`src/hdl/radio_pkg.sv`:
```
/*
 * Shared register map, readback map and response format of the radio datapath.
 * Response words are one 64-bit beat: code in the top nibble, time in the low 48 bits.
 * Bits 59 to 48 of a response are always zero.
 */
`default_nettype none

package radio_pkg;

  // Settings bus addresses
  typedef enum logic [7:0] {
    SR_LOOPBACK   = 8'd128,
    SR_TEST       = 8'd129,
    SR_CODEC_IDLE = 8'd130,
    SR_RX_CMD     = 8'd152,
    SR_RX_MAXLEN  = 8'd155,
    SR_RX_HALT    = 8'd156
  } sr_addr_e;

  // Readback addresses
  typedef enum logic [7:0] {
    RB_VITA_TIME    = 8'd0,
    RB_VITA_LASTPPS = 8'd1,
    RB_TEST         = 8'd2,
    RB_TXRX         = 8'd3,
    RB_RADIO_NUM    = 8'd4
  } rb_addr_e;

  // Response codes, placed in the top nibble of a response word
  typedef enum logic [3:0] {
    RESP_TX_ACK      = 4'h1,
    RESP_TX_UNDERRUN = 4'h2,
    RESP_RX_OVERFLOW = 4'h8
  } resp_code_e;

  typedef enum logic {TX_IDLE, TX_RUN} tx_state_e;
  typedef enum logic {RX_IDLE, RX_RUN} rx_state_e;

  // Response word field positions
  localparam int RESP_CODE_LSB = 60;
  localparam int RESP_CODE_W   = 4;
  localparam int RESP_TIME_W   = 48;

  // Packet length used while the MAXLEN register holds zero
  localparam logic [15:0] RX_MAXLEN_DEFAULT = 16'd4096;

  // Builds one response word stamped with the given time
  function automatic logic [63:0] resp_word(resp_code_e code, logic [63:0] t);
    logic [63:0] w;
    w = '0;
    w[RESP_CODE_LSB +: RESP_CODE_W] = code;
    w[RESP_TIME_W-1:0] = t[RESP_TIME_W-1:0];
    return w;
  endfunction

endpackage

`default_nettype wire

```
`src/hdl/setting_reg.sv`:
```
/*
 * One settings-bus register. Loads the low WIDTH bits of the bus data in the
 * cycle after a strobe whose address equals MY_ADDR. WIDTH is 1 to 32.
 * Resets to zero. o_changed is high while the new value first shows.
 */
`timescale 1ns/1ps
`default_nettype none

module setting_reg #(
  parameter logic [7:0] MY_ADDR = 8'd0,
  parameter int         WIDTH   = 32
) (
  input  wire              i_clk,
  input  wire              i_reset,
  input  wire              i_set_stb,
  input  wire  [7:0]       i_set_addr,
  input  wire  [31:0]      i_set_data,
  output logic [WIDTH-1:0] o_out,
  output logic             o_changed
);

  always_ff @(posedge i_clk) begin
    if (i_reset) begin
      o_out     <= '0;
      o_changed <= 1'b0;
    end else begin
      // Write pulse follows every matching strobe, even with equal data
      o_changed <= i_set_stb && (i_set_addr == MY_ADDR);
      if (i_set_stb && (i_set_addr == MY_ADDR)) begin
        o_out <= i_set_data[WIDTH-1:0];
      end
    end
  end

endmodule

`default_nettype wire

```
`src/hdl/radio_tx_control.sv`:
```
/*
 * Transmit burst player. One stream beat is taken per converter strobe.
 * A strobe with no beat ends a burst: after a tlast beat this gives an ACK,
 * otherwise an underrun. Between bursts the idle register is driven.
 * One response word is held; a newer event overwrites an untaken one.
 */
`timescale 1ns/1ps
`default_nettype none

module radio_tx_control
  import radio_pkg::*;
(
  input  wire         i_clk,
  input  wire         i_reset,
  input  wire         i_set_stb,
  input  wire  [7:0]  i_set_addr,
  input  wire  [31:0] i_set_data,
  input  wire  [63:0] i_vita_time,
  input  wire  [31:0] i_tx_tdata,
  input  wire         i_tx_tlast,
  input  wire         i_tx_tvalid,
  output logic        o_tx_tready,
  input  wire         i_tx_stb,
  output logic [31:0] o_tx,
  output logic        o_tx_running,
  output logic [63:0] o_resp_tdata,
  output logic        o_resp_valid,
  input  wire         i_resp_taken
);

  tx_state_e   state;
  logic [31:0] idle_value;
  logic [31:0] sample;
  logic        last_seen;
  logic        tx_accept;
  logic        end_burst;
  resp_code_e  end_code;

  // Value driven to the converter between bursts
  setting_reg #(.MY_ADDR(SR_CODEC_IDLE), .WIDTH(32)) sr_codec_idle (
    .i_clk      (i_clk),
    .i_reset    (i_reset),
    .i_set_stb  (i_set_stb),
    .i_set_addr (i_set_addr),
    .i_set_data (i_set_data),
    .o_out      (idle_value),
    .o_changed  ()
  );

  // The converter strobe paces the stream directly
  assign o_tx_tready = i_tx_stb;
  assign tx_accept   = i_tx_stb & i_tx_tvalid;
  // Starved strobe inside a burst
  assign end_burst   = i_tx_stb & ~i_tx_tvalid & (state == TX_RUN);
  // Clean end only when the burst already delivered its tlast beat
  assign end_code    = last_seen ? RESP_TX_ACK : RESP_TX_UNDERRUN;

  always_ff @(posedge i_clk) begin
    if (i_reset) begin
      state        <= TX_IDLE;
      last_seen    <= 1'b0;
      o_resp_valid <= 1'b0;
    end else begin
      if (tx_accept) begin
        // A beat after tlast simply opens the next burst
        state     <= TX_RUN;
        last_seen <= i_tx_tlast;
      end else if (end_burst) begin
        state     <= TX_IDLE;
        last_seen <= 1'b0;
      end
      // New event wins over a same-cycle take
      if (end_burst) begin
        o_resp_valid <= 1'b1;
      end else if (i_resp_taken) begin
        o_resp_valid <= 1'b0;
      end
    end
  end

  // Sample and response payload
  always_ff @(posedge i_clk) begin
    if (tx_accept) begin
      sample <= i_tx_tdata;
    end
    if (end_burst) begin
      o_resp_tdata <= resp_word(end_code, i_vita_time);
    end
  end

  assign o_tx_running = (state == TX_RUN);
  assign o_tx         = o_tx_running ? sample : idle_value;

endmodule

`default_nettype wire

```
`src/hdl/radio_rx_control.sv`:
```
/*
 * Receive command engine. A command write starts a finite or continuous run;
 * bit 31 selects continuous, bits 27:0 give the sample count.
 * Writing 1 to the halt register ends the run after the next sample.
 * A MAXLEN register of zero means the default packet length.
 * A strobe while the output beat is stuck drops the sample and stops the run.
 */
`timescale 1ns/1ps
`default_nettype none

module radio_rx_control
  import radio_pkg::*;
(
  input  wire         i_clk,
  input  wire         i_reset,
  input  wire         i_set_stb,
  input  wire  [7:0]  i_set_addr,
  input  wire  [31:0] i_set_data,
  input  wire  [63:0] i_vita_time,
  input  wire  [31:0] i_sample,
  input  wire         i_strobe,
  output logic [31:0] o_rx_tdata,
  output logic        o_rx_tlast,
  output logic        o_rx_tvalid,
  input  wire         i_rx_tready,
  output logic        o_rx_running,
  output logic [63:0] o_resp_tdata,
  output logic        o_resp_valid,
  input  wire         i_resp_taken
);

  rx_state_e   state;
  logic [31:0] cmd;
  logic        cmd_changed;
  logic [15:0] maxlen_reg;
  logic [15:0] maxlen;
  logic        halt_bit;
  logic        halt_changed;
  logic        halt_req;
  logic        halt_pend;
  logic        continuous;
  logic [27:0] remaining;
  logic [15:0] pkt_cnt;
  logic        start;
  logic        load;
  logic        overflow;
  logic        final_sample;
  logic        pkt_end;

  setting_reg #(.MY_ADDR(SR_RX_CMD), .WIDTH(32)) sr_cmd (
    .i_clk(i_clk), .i_reset(i_reset), .i_set_stb(i_set_stb), .i_set_addr(i_set_addr),
    .i_set_data(i_set_data), .o_out(cmd), .o_changed(cmd_changed));

  setting_reg #(.MY_ADDR(SR_RX_MAXLEN), .WIDTH(16)) sr_maxlen (
    .i_clk(i_clk), .i_reset(i_reset), .i_set_stb(i_set_stb), .i_set_addr(i_set_addr),
    .i_set_data(i_set_data), .o_out(maxlen_reg), .o_changed());

  setting_reg #(.MY_ADDR(SR_RX_HALT), .WIDTH(1)) sr_halt (
    .i_clk(i_clk), .i_reset(i_reset), .i_set_stb(i_set_stb), .i_set_addr(i_set_addr),
    .i_set_data(i_set_data), .o_out(halt_bit), .o_changed(halt_changed));

  assign maxlen   = (maxlen_reg == 16'd0) ? RX_MAXLEN_DEFAULT : maxlen_reg;
  assign halt_req = halt_changed & halt_bit;
  // Zero-count finite commands are ignored
  assign start    = (state == RX_IDLE) & cmd_changed & (cmd[31] | (cmd[27:0] != 28'd0));
  // Output slot is free or drains this cycle
  assign load     = (state == RX_RUN) & i_strobe & ~(o_rx_tvalid & ~i_rx_tready);
  assign overflow = (state == RX_RUN) & i_strobe & o_rx_tvalid & ~i_rx_tready;
  // Last sample of the command, by count or by halt
  assign final_sample = (~continuous & (remaining == 28'd1)) | halt_pend | halt_req;
  assign pkt_end      = (pkt_cnt == maxlen - 16'd1);

  always_ff @(posedge i_clk) begin
    if (i_reset) begin
      state        <= RX_IDLE;
      continuous   <= 1'b0;
      remaining    <= '0;
      pkt_cnt      <= '0;
      halt_pend    <= 1'b0;
      o_rx_tvalid  <= 1'b0;
      o_resp_valid <= 1'b0;
    end else begin
      if (start) begin
        state      <= RX_RUN;
        continuous <= cmd[31];
        remaining  <= cmd[27:0];
        pkt_cnt    <= '0;
        halt_pend  <= 1'b0;
      end else if (overflow) begin
        state <= RX_IDLE;
      end else if (load) begin
        if (!continuous) begin
          remaining <= remaining - 28'd1;
        end
        pkt_cnt <= (final_sample || pkt_end) ? 16'd0 : pkt_cnt + 16'd1;
        if (final_sample) begin
          state <= RX_IDLE;
        end
      end else if (halt_req && (state == RX_RUN)) begin
        // Halt waits for the next sample
        halt_pend <= 1'b1;
      end
      // Beat valid until the host takes it
      if (load) begin
        o_rx_tvalid <= 1'b1;
      end else if (i_rx_tready) begin
        o_rx_tvalid <= 1'b0;
      end
      if (overflow) begin
        o_resp_valid <= 1'b1;
      end else if (i_resp_taken) begin
        o_resp_valid <= 1'b0;
      end
    end
  end

  // Beat and response payload
  always_ff @(posedge i_clk) begin
    if (load) begin
      o_rx_tdata <= i_sample;
      o_rx_tlast <= final_sample | pkt_end;
    end
    if (overflow) begin
      o_resp_tdata <= resp_word(RESP_RX_OVERFLOW, i_vita_time);
    end
  end

  assign o_rx_running = (state == RX_RUN);

endmodule

`default_nettype wire

```
`src/hdl/radio_resp_mux.sv`:
```
/*
 * Merges the single-beat response words of the TX and RX controllers.
 * One output register; TX wins when both sources are pending.
 * The taken pulses are combinational and reach the source in the load cycle.
 */
`timescale 1ns/1ps
`default_nettype none

module radio_resp_mux (
  input  wire         i_clk,
  input  wire         i_reset,
  input  wire  [63:0] i_tx_tdata,
  input  wire         i_tx_valid,
  output logic        o_tx_taken,
  input  wire  [63:0] i_rx_tdata,
  input  wire         i_rx_valid,
  output logic        o_rx_taken,
  output logic [63:0] o_resp_tdata,
  output logic        o_resp_tvalid,
  input  wire         i_resp_ready
);

  logic can_load;

  // Register empty or its word leaves this cycle
  assign can_load   = ~o_resp_tvalid | i_resp_ready;
  assign o_tx_taken = can_load & i_tx_valid;
  // RX only when TX has nothing
  assign o_rx_taken = can_load & i_rx_valid & ~i_tx_valid;

  always_ff @(posedge i_clk) begin
    if (i_reset) begin
      o_resp_tvalid <= 1'b0;
    end else if (can_load) begin
      o_resp_tvalid <= i_tx_valid | i_rx_valid;
    end
  end

  always_ff @(posedge i_clk) begin
    if (o_tx_taken) begin
      o_resp_tdata <= i_tx_tdata;
    end else if (o_rx_taken) begin
      o_resp_tdata <= i_rx_tdata;
    end
  end

endmodule

`default_nettype wire

```
`src/hdl/radio_datapath_core.sv`:
```
/*
 * Clock-rate datapath of one radio channel with 32-bit samples.
 * Readback is combinational; unknown addresses return zero with no strobe.
 * Loopback feeds TX output and TX strobe into the RX path, so RX captures
 * the TX sample that was on the converter at each strobe.
 */
`timescale 1ns/1ps
`default_nettype none

module radio_datapath_core
  import radio_pkg::*;
#(
  parameter logic [31:0] RADIO_NUM = 32'd0
) (
  input  wire         i_clk,
  input  wire         i_reset,
  // Converter side
  input  wire  [31:0] i_rx,
  input  wire         i_rx_stb,
  output logic        o_rx_running,
  output logic [31:0] o_tx,
  input  wire         i_tx_stb,
  output logic        o_tx_running,
  // Time
  input  wire  [63:0] i_vita_time,
  input  wire  [63:0] i_vita_time_lastpps,
  // Settings bus and readback
  input  wire         i_set_stb,
  input  wire  [7:0]  i_set_addr,
  input  wire  [31:0] i_set_data,
  input  wire  [7:0]  i_rb_addr,
  input  wire         i_rb_holdoff,
  output logic        o_rb_stb,
  output logic [63:0] o_rb_data,
  // Host streams
  input  wire  [31:0] i_tx_tdata,
  input  wire         i_tx_tlast,
  input  wire         i_tx_tvalid,
  output logic        o_tx_tready,
  output logic [31:0] o_rx_tdata,
  output logic        o_rx_tlast,
  output logic        o_rx_tvalid,
  input  wire         i_rx_tready,
  output logic [63:0] o_resp_tdata,
  output logic        o_resp_tvalid,
  input  wire         i_resp_ready
);

  logic        loopback;
  logic [31:0] test_word;
  logic [31:0] rx_sample;
  logic        rx_strobe;
  logic [63:0] txresp_tdata;
  logic        txresp_valid;
  logic        txresp_taken;
  logic [63:0] rxresp_tdata;
  logic        rxresp_valid;
  logic        rxresp_taken;

  // Readback mux
  always_comb begin
    o_rb_stb  = ~i_rb_holdoff;
    case (i_rb_addr)
      RB_VITA_TIME:    o_rb_data = i_vita_time;
      RB_VITA_LASTPPS: o_rb_data = i_vita_time_lastpps;
      RB_TEST:         o_rb_data = {i_rx, test_word};
      RB_TXRX:         o_rb_data = {o_tx, i_rx};
      RB_RADIO_NUM:    o_rb_data = {32'd0, RADIO_NUM};
      default: begin
        o_rb_stb  = 1'b0;
        o_rb_data = 64'd0;
      end
    endcase
  end

  // Bit 0 routes TX back into RX
  setting_reg #(.MY_ADDR(SR_LOOPBACK), .WIDTH(1)) sr_loopback (
    .i_clk(i_clk), .i_reset(i_reset), .i_set_stb(i_set_stb), .i_set_addr(i_set_addr),
    .i_set_data(i_set_data), .o_out(loopback), .o_changed());

  // Scratch word for bus checks
  setting_reg #(.MY_ADDR(SR_TEST), .WIDTH(32)) sr_test (
    .i_clk(i_clk), .i_reset(i_reset), .i_set_stb(i_set_stb), .i_set_addr(i_set_addr),
    .i_set_data(i_set_data), .o_out(test_word), .o_changed());

  radio_tx_control u_tx_control (
    .i_clk(i_clk), .i_reset(i_reset),
    .i_set_stb(i_set_stb), .i_set_addr(i_set_addr), .i_set_data(i_set_data),
    .i_vita_time(i_vita_time),
    .i_tx_tdata(i_tx_tdata), .i_tx_tlast(i_tx_tlast), .i_tx_tvalid(i_tx_tvalid),
    .o_tx_tready(o_tx_tready), .i_tx_stb(i_tx_stb),
    .o_tx(o_tx), .o_tx_running(o_tx_running),
    .o_resp_tdata(txresp_tdata), .o_resp_valid(txresp_valid), .i_resp_taken(txresp_taken));

  // Digital loopback select
  assign rx_sample = loopback ? o_tx : i_rx;
  assign rx_strobe = loopback ? i_tx_stb : i_rx_stb;

  radio_rx_control u_rx_control (
    .i_clk(i_clk), .i_reset(i_reset),
    .i_set_stb(i_set_stb), .i_set_addr(i_set_addr), .i_set_data(i_set_data),
    .i_vita_time(i_vita_time), .i_sample(rx_sample), .i_strobe(rx_strobe),
    .o_rx_tdata(o_rx_tdata), .o_rx_tlast(o_rx_tlast), .o_rx_tvalid(o_rx_tvalid),
    .i_rx_tready(i_rx_tready), .o_rx_running(o_rx_running),
    .o_resp_tdata(rxresp_tdata), .o_resp_valid(rxresp_valid), .i_resp_taken(rxresp_taken));

  // TX and RX responses share one host stream
  radio_resp_mux u_resp_mux (
    .i_clk(i_clk), .i_reset(i_reset),
    .i_tx_tdata(txresp_tdata), .i_tx_valid(txresp_valid), .o_tx_taken(txresp_taken),
    .i_rx_tdata(rxresp_tdata), .i_rx_valid(rxresp_valid), .o_rx_taken(rxresp_taken),
    .o_resp_tdata(o_resp_tdata), .o_resp_tvalid(o_resp_tvalid), .i_resp_ready(i_resp_ready));

endmodule

`default_nettype wire

```
`config.mk`:
```
export PLATFORM = sky130hd
export DESIGN_NAME = radio_datapath_core
export DESIGN_NICKNAME = d
export VERILOG_FILES = /design/src/hdl/radio_pkg.sv /design/src/hdl/setting_reg.sv /design/src/hdl/radio_tx_control.sv /design/src/hdl/radio_rx_control.sv /design/src/hdl/radio_resp_mux.sv /design/src/hdl/radio_datapath_core.sv
export SDC_FILE = /design/constraint.sdc
export NUM_CORES = 1
export LEC_CHECK = 0
export ABC_AREA = 0
export BUFFER_PORTS_ARGS = -buffer_cell sky130_fd_sc_hd__buf_4
export CAP_MARGIN = 40
export CELL_PAD_IN_SITES_DETAIL_PLACEMENT = 2
export CELL_PAD_IN_SITES_GLOBAL_PLACEMENT = 2
export CORE_MARGIN = 4
export CORE_UTILIZATION = 29
export DETAILED_ROUTE_END_ITERATION = 10
export PLACE_DENSITY = 0.67
export SLEW_MARGIN = 25
export SYNTH_ARGS = -nofsm -noshare
export SYNTH_HDL_FRONTEND = slang
export SYNTH_HIERARCHICAL = 1
export SYNTH_SLANG_ARGS = --single-unit
```
`constraint.sdc`:
```
create_clock -name i_clk -period 4.1 [get_ports i_clk]
set_clock_uncertainty 0.1 [all_clocks]
set_input_delay 0.615 -clock i_clk [delete_from_list [all_inputs] [get_ports i_clk]]
set_output_delay 0.615 -clock i_clk [all_outputs]
set_load 0.005 [all_outputs]
```
==> impl_metrics.tcl, run 1 <==
set metrics [dict create \
    status "finished clean" \
    die_x_microns 272 \
    detailedRoute.firstPassIterationCount 6 \
    yosysWarningCount 6 \
    cp_cell_sequence "buf_4, mux2_4, mux4_2, and4bb_1, buf_4" \
    internal-power_uw 7240 \
    layout_common_cells "469 x sky130_fd_sc_hd__buf_4, 227 x sky130_fd_sc_hd__edfxtp_1, 196 x sky130_fd_sc_hd__nand2b_1" \
    grt_pass1_vias 15800 \
    grt_max_degree 137 \
    pin_count 449 \
    root_buffer "sky130_fd_sc_hd__clkbuf_16" \
    postSynthCellCount 1521 \
    power.share.combinational_pct 8.8 \
    avgSynthCellArea_sq_um 13.3 \
    global_route.overflow_total 0 \
    post_cts_resized 0 \
    cpMaxStageDelayCell "sky130_fd_sc_hd__dfxtp_2" \
    tritoncts "yes" \
    worst_pin_slew_ns 0.880 \
    final_hold_viol_count 0 \
    floorplan.die_area_sq_um 73900 \
    layout_commonest_cell "sky130_fd_sc_hd__buf_4" \
    cp_slowest_stage_delay_ns 0.81 \
    leakage_uw 0.00980 \
    cp.arrival_ns 2.95 \
    drt_iter0_markers 962 \
    port_buffers 448 \
    netSwitchingFraction_pct 22.6 \
    hpwlAfterDp_mm 59.5 \
    mappedNetlistArea_sq_um 20200 \
    critical_path.most_common_cell "sky130_fd_sc_hd__buf_4" \
    cts_hold_repair.buffers 0 \
    via_count 14600 \
    avgViaCountPerCell 5.04 \
    floorplan.rows 96 \
    area_growth_syn_to_layout_pct 27.2 \
    effective_utilization_at_floorplan_pct 29.3 \
    antenna_found_initial 17 \
    rsz_0062_raised_after_global_routing "no" \
    wire_length_per_cell_after_detailed_routing_microns 27.3 \
    grt_first_pass_wirelength_mm 114 \
    final_wtd_congestion 0.861 \
    cts_buffers 46 \
    achievable-frequency_ghz 0.273 \
    type_of_the_most_critical_hold_path "input port to register" \
    clock_sink_count 393 \
    worstPathRequired_ns 3.38 \
    post_route_cells_drive_above_1_share_pct 39.7 \
    finalWirelength_mm 79.3 \
    worst-setup-path-type "register to primary output" \
    cts_setup_buffers 0 \
    cts-htree-levels 2 \
    ctsLongestPathBuffers 3 \
    core_region_area_sq_um 68800 \
    post-route-min-period_ns 3.67 \
    remaining_design_rule_violation_count 0 \
    detail-route-antenna-nets 0 \
    final-max-slew-violation-count 0 \
    max_cap_violations 0 \
    dieHeight_microns 272 \
    insertion_delay_ns 0.59 \
    clk_pin_slew_ns 0.06 \
    relSlewSlack_pct 41.3 \
    highest_fanout_seen_on_the_critical_path 21 \
    peakVddDrop_v 0.000265 \
    post-route-period-util_pct 89.4 \
    hold-worst-slack_ns 0.102 \
    fin_setup_tns_ns 0 \
    setup_violations 0 \
    clkPwrFrac_pct 45.9 \
    sort_of_element_at_the_end_of_the_critical_path "primary output" \
    startpoint_type "register" \
    seq_power_share_pct 45.2 \
    fin_util_pct 37.3 \
    netSwitchingPower_uw 2120 \
    gr-usage-all-layers_pct 20.7 \
    cell_pwr_density_nw_per_um2 364 \
    finalNetCount 2187 \
]
-- final timing paths --
path                                   startpoint                            end  slack (ns)  cells past startpoint
hold / removal                      i_tx_tdata[7]         u_tx_control/sample[7]        0.10                      1
setup / recovery        u_tx_control/o_tx_running                  o_rb_data[46]        0.43                      5
hold reg to reg            u_tx_control/last_seen  u_tx_control/o_resp_tdata[60]        0.33                      0
setup reg to reg  u_rx_control/sr_maxlen/o_out[0]        u_rx_control/pkt_cnt[3]        0.88                     10
-- state kept, by name (all words and copies together) (netlist names), 16 cells and up --
register and flops:
u_tx_control/o_resp_tdata 50, u_rx_control/o_rx_tdata 32, u_rx_control/pkt_cnt 16, u_rx_control/sr_cmd/o_out 29, u_rx_control/sr_maxlen/o_out 16, u_resp_mux/o_resp_tdata 64
u_tx_control/sr_codec_idle/o_out 32, u_tx_control/sample 32, u_rx_control/o_resp_tdata 48, sr_test/o_out 32, u_rx_control/remaining 28
-- metal layers --
metal  up-vias  wire, microns  GRT usage [%]
met5         -             62              0
met1      7528          32400           26.1
met3       116           5540           4.73
met4        10           2550           6.77
met2       486          38700           35.2
li1       6497              -              -
-- worst max-delay path, delay by kind of cell (launching register included) --
family                 cells  cell delay (ns)
DFF                        1             0.81
muxes                      2             0.81
buffers and inverters      2             0.47
and+or+nand+nor            1             0.23
-- power groups by stage --
stage / clock network (uW) / logic (uW) / registers, uW
floorplan: 0 / 423 / 4310
global placement: 0 / 800 / 4320
detailed placement: 0 / 827 / 4320
CTS: 4430 / 830 / 4240
global route: 4600 / 873 / 4240
finish: 4300 / 825 / 4240
-- cell type report --
cell class	count	area [sq um]
well taps	931	1160
repair buffers	477	3690
inverters	17	63.8
clock buffers	66	1350
flip-flops and latches	393	10100
multi-input cells	997	9040
clock inverters	19	226
fillers	7133	43100
diodes	7	17.5
-- per-stage QoR --
step | total power [uW] | area [sq um] | worst slack, ns | instances
3_5_place_dp | 5150 | 24100 | 0.842 | 2815
3_3_place_gp | 5120 | 24000 | 0.983 | 2812
6_report | 9360 | 25700 | 0.435 | 2907
2_1_floorplan | 4730 | 20300 | 0.186 | 1548
4_1_cts | 9490 | 25700 | 0.402 | 2900
5_1_grt | 9710 | 25700 | 0.346 | 2903
(Power assumes the default switching activity.)
==> inputs of run 2 (changes only) <==
==> constraint.sdc (replaced) <==
create_clock -name i_clk -period 4.1 [get_ports i_clk]
set_clock_uncertainty 0.1 [all_clocks]
set_input_delay 0.41 -clock i_clk [delete_from_list [all_inputs] [get_ports i_clk]]
set_output_delay 0.41 -clock i_clk [all_outputs]
set_load 0.005 [all_outputs]
==> impl_metrics.tcl, run 2 (synthesized netlist as in run 1, its figures left out) <==
set metrics [dict create \
    clk_pin_slew_ns 0.06 \
    antenna_found_initial 15 \
    setup_violations 0 \
    relSlewSlack_pct 40.4 \
    remaining_design_rule_violation_count 0 \
    post_route_cells_drive_above_1_share_pct 37.7 \
    final_hold_viol_count 0 \
    peakVddDrop_v 0.000259 \
    timing.hold.worst.start "i_set_data[17]" \
    worst_pin_slew_ns 0.895 \
    dpl_cell_area_sq_um 24000 \
    die_x_microns 272 \
    detailedRoute.firstPassIterationCount 5 \
    effective_utilization_at_floorplan_pct 29.3 \
    max_cap_violations 0 \
    type_of_the_most_critical_hold_path "input port to register" \
    clock_sink_count 393 \
    critical_path.reg2reg.startpoint "u_rx_control/sr_maxlen/o_out[0]" \
    critical_path.most_common_cell "sky130_fd_sc_hd__buf_4" \
    largestRegisters "u_resp_mux/o_resp_tdata: 64 flops, u_tx_control/o_resp_tdata: 50 flops, u_rx_control/o_resp_tdata: 48 flops" \
    max_flop_register "u_resp_mux/o_resp_tdata" \
    post_cts_resized 0 \
    finalNetCount 2275 \
    cts_buffers 47 \
    largest_reg_flops 64 \
    layout_common_cells "467 x sky130_fd_sc_hd__buf_4, 227 x sky130_fd_sc_hd__edfxtp_1, 196 x sky130_fd_sc_hd__nand2b_1" \
    cp.arrival_ns 2.90 \
    core_region_area_sq_um 68800 \
    highest_fanout_seen_on_the_critical_path 12 \
    sort_of_element_at_the_end_of_the_critical_path "primary output" \
    worst-setup-path-type "register to primary output" \
    grt_max_degree 145 \
    cell_pwr_density_nw_per_um2 357 \
    status "finished clean" \
    grt_pass1_vias 16400 \
    root_buffer "sky130_fd_sc_hd__clkbuf_16" \
    post-route-min-period_ns 3.41 \
    cpMaxStageDelayCell "sky130_fd_sc_hd__dfxtp_2" \
    leakage_uw 0.0102 \
    floorplan.rows 96 \
    postLayoutCellArea_sq_um 26600 \
    grt_first_pass_wirelength_mm 117 \
    dieHeight_microns 272 \
    cp_slowest_stage_delay_ns 0.60 \
    avgViaCountPerCell 5.04 \
    ctsLongestPathBuffers 3 \
    fin_setup_tns_ns 0 \
    setup.worst_path.start "u_tx_control/o_tx_running" \
    insertion_delay_ns 0.60 \
    floorplan.die_area_sq_um 73900 \
    final_wtd_congestion 0.853 \
    cts-htree-levels 2 \
    rsz_0062_raised_after_global_routing "no" \
    global_route.overflow_total 0 \
    wire_length_per_cell_after_detailed_routing_microns 27.1 \
    hpwlAfterDp_mm 58.4 \
    worstPathRequired_ns 3.59 \
    post-route-period-util_pct 83.1 \
    layout_commonest_cell "sky130_fd_sc_hd__buf_4" \
    gr-usage-all-layers_pct 21.1 \
    achievable-frequency_ghz 0.293 \
    finalWirelength_mm 81.3 \
    cp_cell_sequence "buf_4, mux2_4, mux4_2, and4bb_1, buf_4" \
    startpoint_type "register" \
    pin_count 449 \
    drt_iter0_markers 892 \
    area_growth_syn_to_layout_pct 31.6 \
    final-max-slew-violation-count 0 \
    detail-route-antenna-nets 0 \
    via_count 15100 \
    port_buffers 448 \
    tritoncts "yes" \
    buf_inv_on_cp 2 \
    critPathTopFamily "multiplexers" \
]
-- run 2: changes by cell type in the layout (fill, tap and decap cells not counted), moves of 2 or more --
cell | before | now
sky130_fd_sc_hd__buf_12 | 5 | 3
sky130_fd_sc_hd__buf_4 | 469 | 467
sky130_fd_sc_hd__clkinv_1 | 2 | 7
sky130_fd_sc_hd__clkinv_2 | 9 | 7
sky130_fd_sc_hd__dlygate4sd3_1 | 0 | 89
sky130_fd_sc_hd__inv_16 | 0 | 2
-- run 2: power by group --
part	internal, uW	switching (uW)
registers	4210	18.6
logic	482	427
clock network	2570	1770
-- run 2: what timing repair did --
item / CTS / global route
buffers inserted: 0 / 0
hold buffers: 89 / 0
endpoints found under the hold margin: 139 / 0
setup endpoints to repair: 0 / 0
-- run 2: path summary, 6_finish.rpt --
check	end	slack, ns	cells after the start
max	o_rb_data[33]	0.69	5
min	sr_test/o_out[17]	0.04	3
max reg2reg	u_rx_control/pkt_cnt[13]	0.85	10
min reg2reg	u_tx_control/o_resp_tdata[60]	0.31	0
-- run 2: per-layer routing --
metal  global-route usage, %  routed length (microns)
met5                       0                       78
met4                    6.42                     2280
met3                    4.64                     4740
met2                    36.3                    40100
met1                    26.6                    34100
-- run 2: area by class of cell --
type	instances	area, sq um
Antenna cell	8	20.0
Clock buffer	65	1310
Clock inverter	23	268
Fill cell	7020	42300
Inverter	17	63.8
Multi-Input combinational cell	997	9040
Sequential cell	393	10100
Tap cell	931	1160
Timing Repair Buffer	564	4570
-- run 2: tightest hold or removal path: stages --
cell,delay [ns]
sky130_fd_sc_hd__buf_4,0.12
sky130_fd_sc_hd__nand2b_1,0.06
sky130_fd_sc_hd__mux2i_1,0.06
-- run 2: metrics by stage --
step                utilization, %  total power, uW  setup WS [ns]  std cells  hold WS [ns]
floorplan                        -             4730          0.360       1548         0.308
global placement              34.8             5110          0.947       2807         0.320
detailed placement            34.9             5140          0.814       2810         0.318
CTS                           38.5             9600          0.611       2987       0.00250
global route                  38.6             9810          0.531       2993        0.0140
finish                        38.6             9480          0.692       2998        0.0358
==> inputs of run 3 (changes only) <==
Clock period 4.1 ns to 2.8 ns, I/O delays scaled along.
==> impl_metrics.tcl, run 3 (synthesized netlist as in run 1, its figures left out) <==
set metrics [dict create \
    sort_of_element_at_the_end_of_the_critical_path "primary output" \
    dieHeight_microns 272 \
    count_of_cells_along_the_worst_register_to_register_path 9 \
    ctsLongestPathBuffers 3 \
    max_flop_register "u_resp_mux/o_resp_tdata" \
    finalNetCount 2437 \
    max_cap_violations 0 \
    wire_length_per_cell_after_detailed_routing_microns 27.6 \
    grt_pass1_vias 17400 \
    cp.arrival_ns 2.52 \
    avgViaCountPerCell 5.06 \
    worstPathRequired_ns 2.42 \
    detail-route-antenna-nets 0 \
    largestRegisters "u_resp_mux/o_resp_tdata: 64 flops, u_tx_control/o_resp_tdata: 50 flops, u_rx_control/o_resp_tdata: 48 flops" \
    cp_cell_sequence "buf_12, buf_16, mux2_4, mux4_2, and4bb_1, buf_4" \
    clk_pin_slew_ns 0.06 \
    root_buffer "sky130_fd_sc_hd__clkbuf_16" \
    remaining_design_rule_violation_count 0 \
    area_growth_syn_to_layout_pct 39.8 \
    r2r_setup_slack_ns -0.06 \
    setup.worst_path.start "u_tx_control/o_tx_running" \
    via_count 16000 \
    achievable-frequency_ghz 0.345 \
    final-max-slew-violation-count 0 \
    cts-htree-levels 2 \
    floorplan.rows 96 \
    layout_common_cells "538 x sky130_fd_sc_hd__buf_4, 227 x sky130_fd_sc_hd__edfxtp_1, 196 x sky130_fd_sc_hd__nand2b_1" \
    antenna_found_initial 11 \
    rsz_0062_raised_after_global_routing "yes" \
    critical_path.reg2reg.startpoint "u_rx_control/sr_maxlen/o_out[6]" \
    cp_slowest_stage_delay_ns 0.50 \
    peakVddDrop_v 0.000407 \
    finalWirelength_mm 87.1 \
    gr-usage-all-layers_pct 22.6 \
    timing.hold.worst.start "i_rx_tready" \
    type_of_the_most_critical_hold_path "input port to register" \
    postLayoutSetupSlackWorst_ns -0.0957 \
    fin_util_pct 41.0 \
    hold-path-endpoint "u_rx_control/o_rx_tvalid" \
    detailedRoute.firstPassIterationCount 7 \
    relSlewSlack_pct 44.0 \
    global_route.overflow_total 0 \
    fin_setup_tns_ns -1.31 \
    post-route-period-util_pct 103 \
    final_wtd_congestion 0.857 \
    min_path_cells 3 \
    grt_max_degree 158 \
    tritoncts "yes" \
    effective_utilization_at_floorplan_pct 29.3 \
    post_route_cells_drive_above_1_share_pct 40.2 \
    largest_reg_flops 64 \
    final_hold_viol_count 0 \
    cpMaxStageDelayCell "sky130_fd_sc_hd__mux4_2" \
    setup_violations 34 \
    insertion_delay_ns 0.57 \
    rr_endpoint "u_rx_control/pkt_cnt[15]" \
    hpwlAfterDp_mm 59.5 \
    highest_fanout_seen_on_the_critical_path 8 \
    startpoint_type "register" \
    cell_pwr_density_nw_per_um2 486 \
    worst_pin_slew_ns 0.840 \
    cts_buffers 46 \
    filler_cell_count 6948 \
    floorplan.die_area_sq_um 73900 \
    layout_commonest_cell "sky130_fd_sc_hd__buf_4" \
    pin_count 449 \
    power_total_uw 13700 \
    failed_checks "setup timing" \
    post_layout_nonfiller_instances 3153 \
    clock_sink_count 393 \
    pre_cts_slack_ns -0.257 \
    core_region_area_sq_um 68800 \
    port_buffers 448 \
    die_x_microns 272 \
    post-route-min-period_ns 2.90 \
    status "complete, but fails checks" \
    numPlacedInstances 2862 \
    grt_first_pass_wirelength_mm 125 \
    leakage_uw 0.0110 \
    worst-setup-path-type "register to primary output" \
    drt_iter0_markers 1074 \
]
run 3: worst max-delay path by stage:
stage	endpoint	slack (ns)	depth (start not counted)
floorplan	u_rx_control/pkt_cnt[10]	-0.02	8
global placement	u_rx_control/pkt_cnt[1]	-0.24	12
detailed placement	u_rx_control/pkt_cnt[2]	-0.26	12
CTS	o_rb_data[36]	-0.08	6
global route	u_rx_control/pkt_cnt[13]	-0.17	9
finish	o_rb_data[52]	-0.1	6
run 3: metrics by stage:
step                      area [sq um]  hold WS, ns
after global placement           24500        0.319
after detailed placement         24500        0.320
after global routing             28200       0.0432
after CTS                        28000      0.00633
after floorplan                  20300        0.252
final                            28200       0.0381
run 3: area by class of cell:
cell class              count  area, sq um  share of cell area (%)
multi-input cells         997         9160                    32.5
clock inverters            20          199                   0.705
clock buffers              65         1270                    4.51
flip-flops and latches    393        10100                    36.0
well taps                 931         1160                    4.13
inverters                  17         67.6                   0.239
repair buffers            727         6200                    22.0
diodes                      3         7.51                  0.0266
run 3: report_power, final:
group          total (uW)  switching, uW  internal [uW]
clock                6000           2540           3460
sequential           6190           25.6           6170
combinational        1530            693            834
run 3: critical path, delay by kind of cell, from the launching register on:
family | cells | cell delay, ns
mux | 2 | 0.85
flops | 1 | 0.40
simple gates | 1 | 0.25
buf+inv | 3 | 0.42
run 3: what timing repair did:
| action | in CTS | in global routing |
|---|---|---|
| pin swaps | 4 | 11 |
| hold buffers | 153 | 0 |
| endpoints found under the hold margin | 282 | 0 |
| setup buffers | 36 | 10 |
| resized for setup | 25 | 30 |
| cloned | 4 | 1 |
| endpoints found under the setup margin | 47 | 50 |
run 3: layer usage:
layer  global-route usage (%)  wire (microns)
met1                     28.7           36200
met2                     39.9           43600
met3                     3.63            4690
met4                     6.36            2580
met5                        0              26
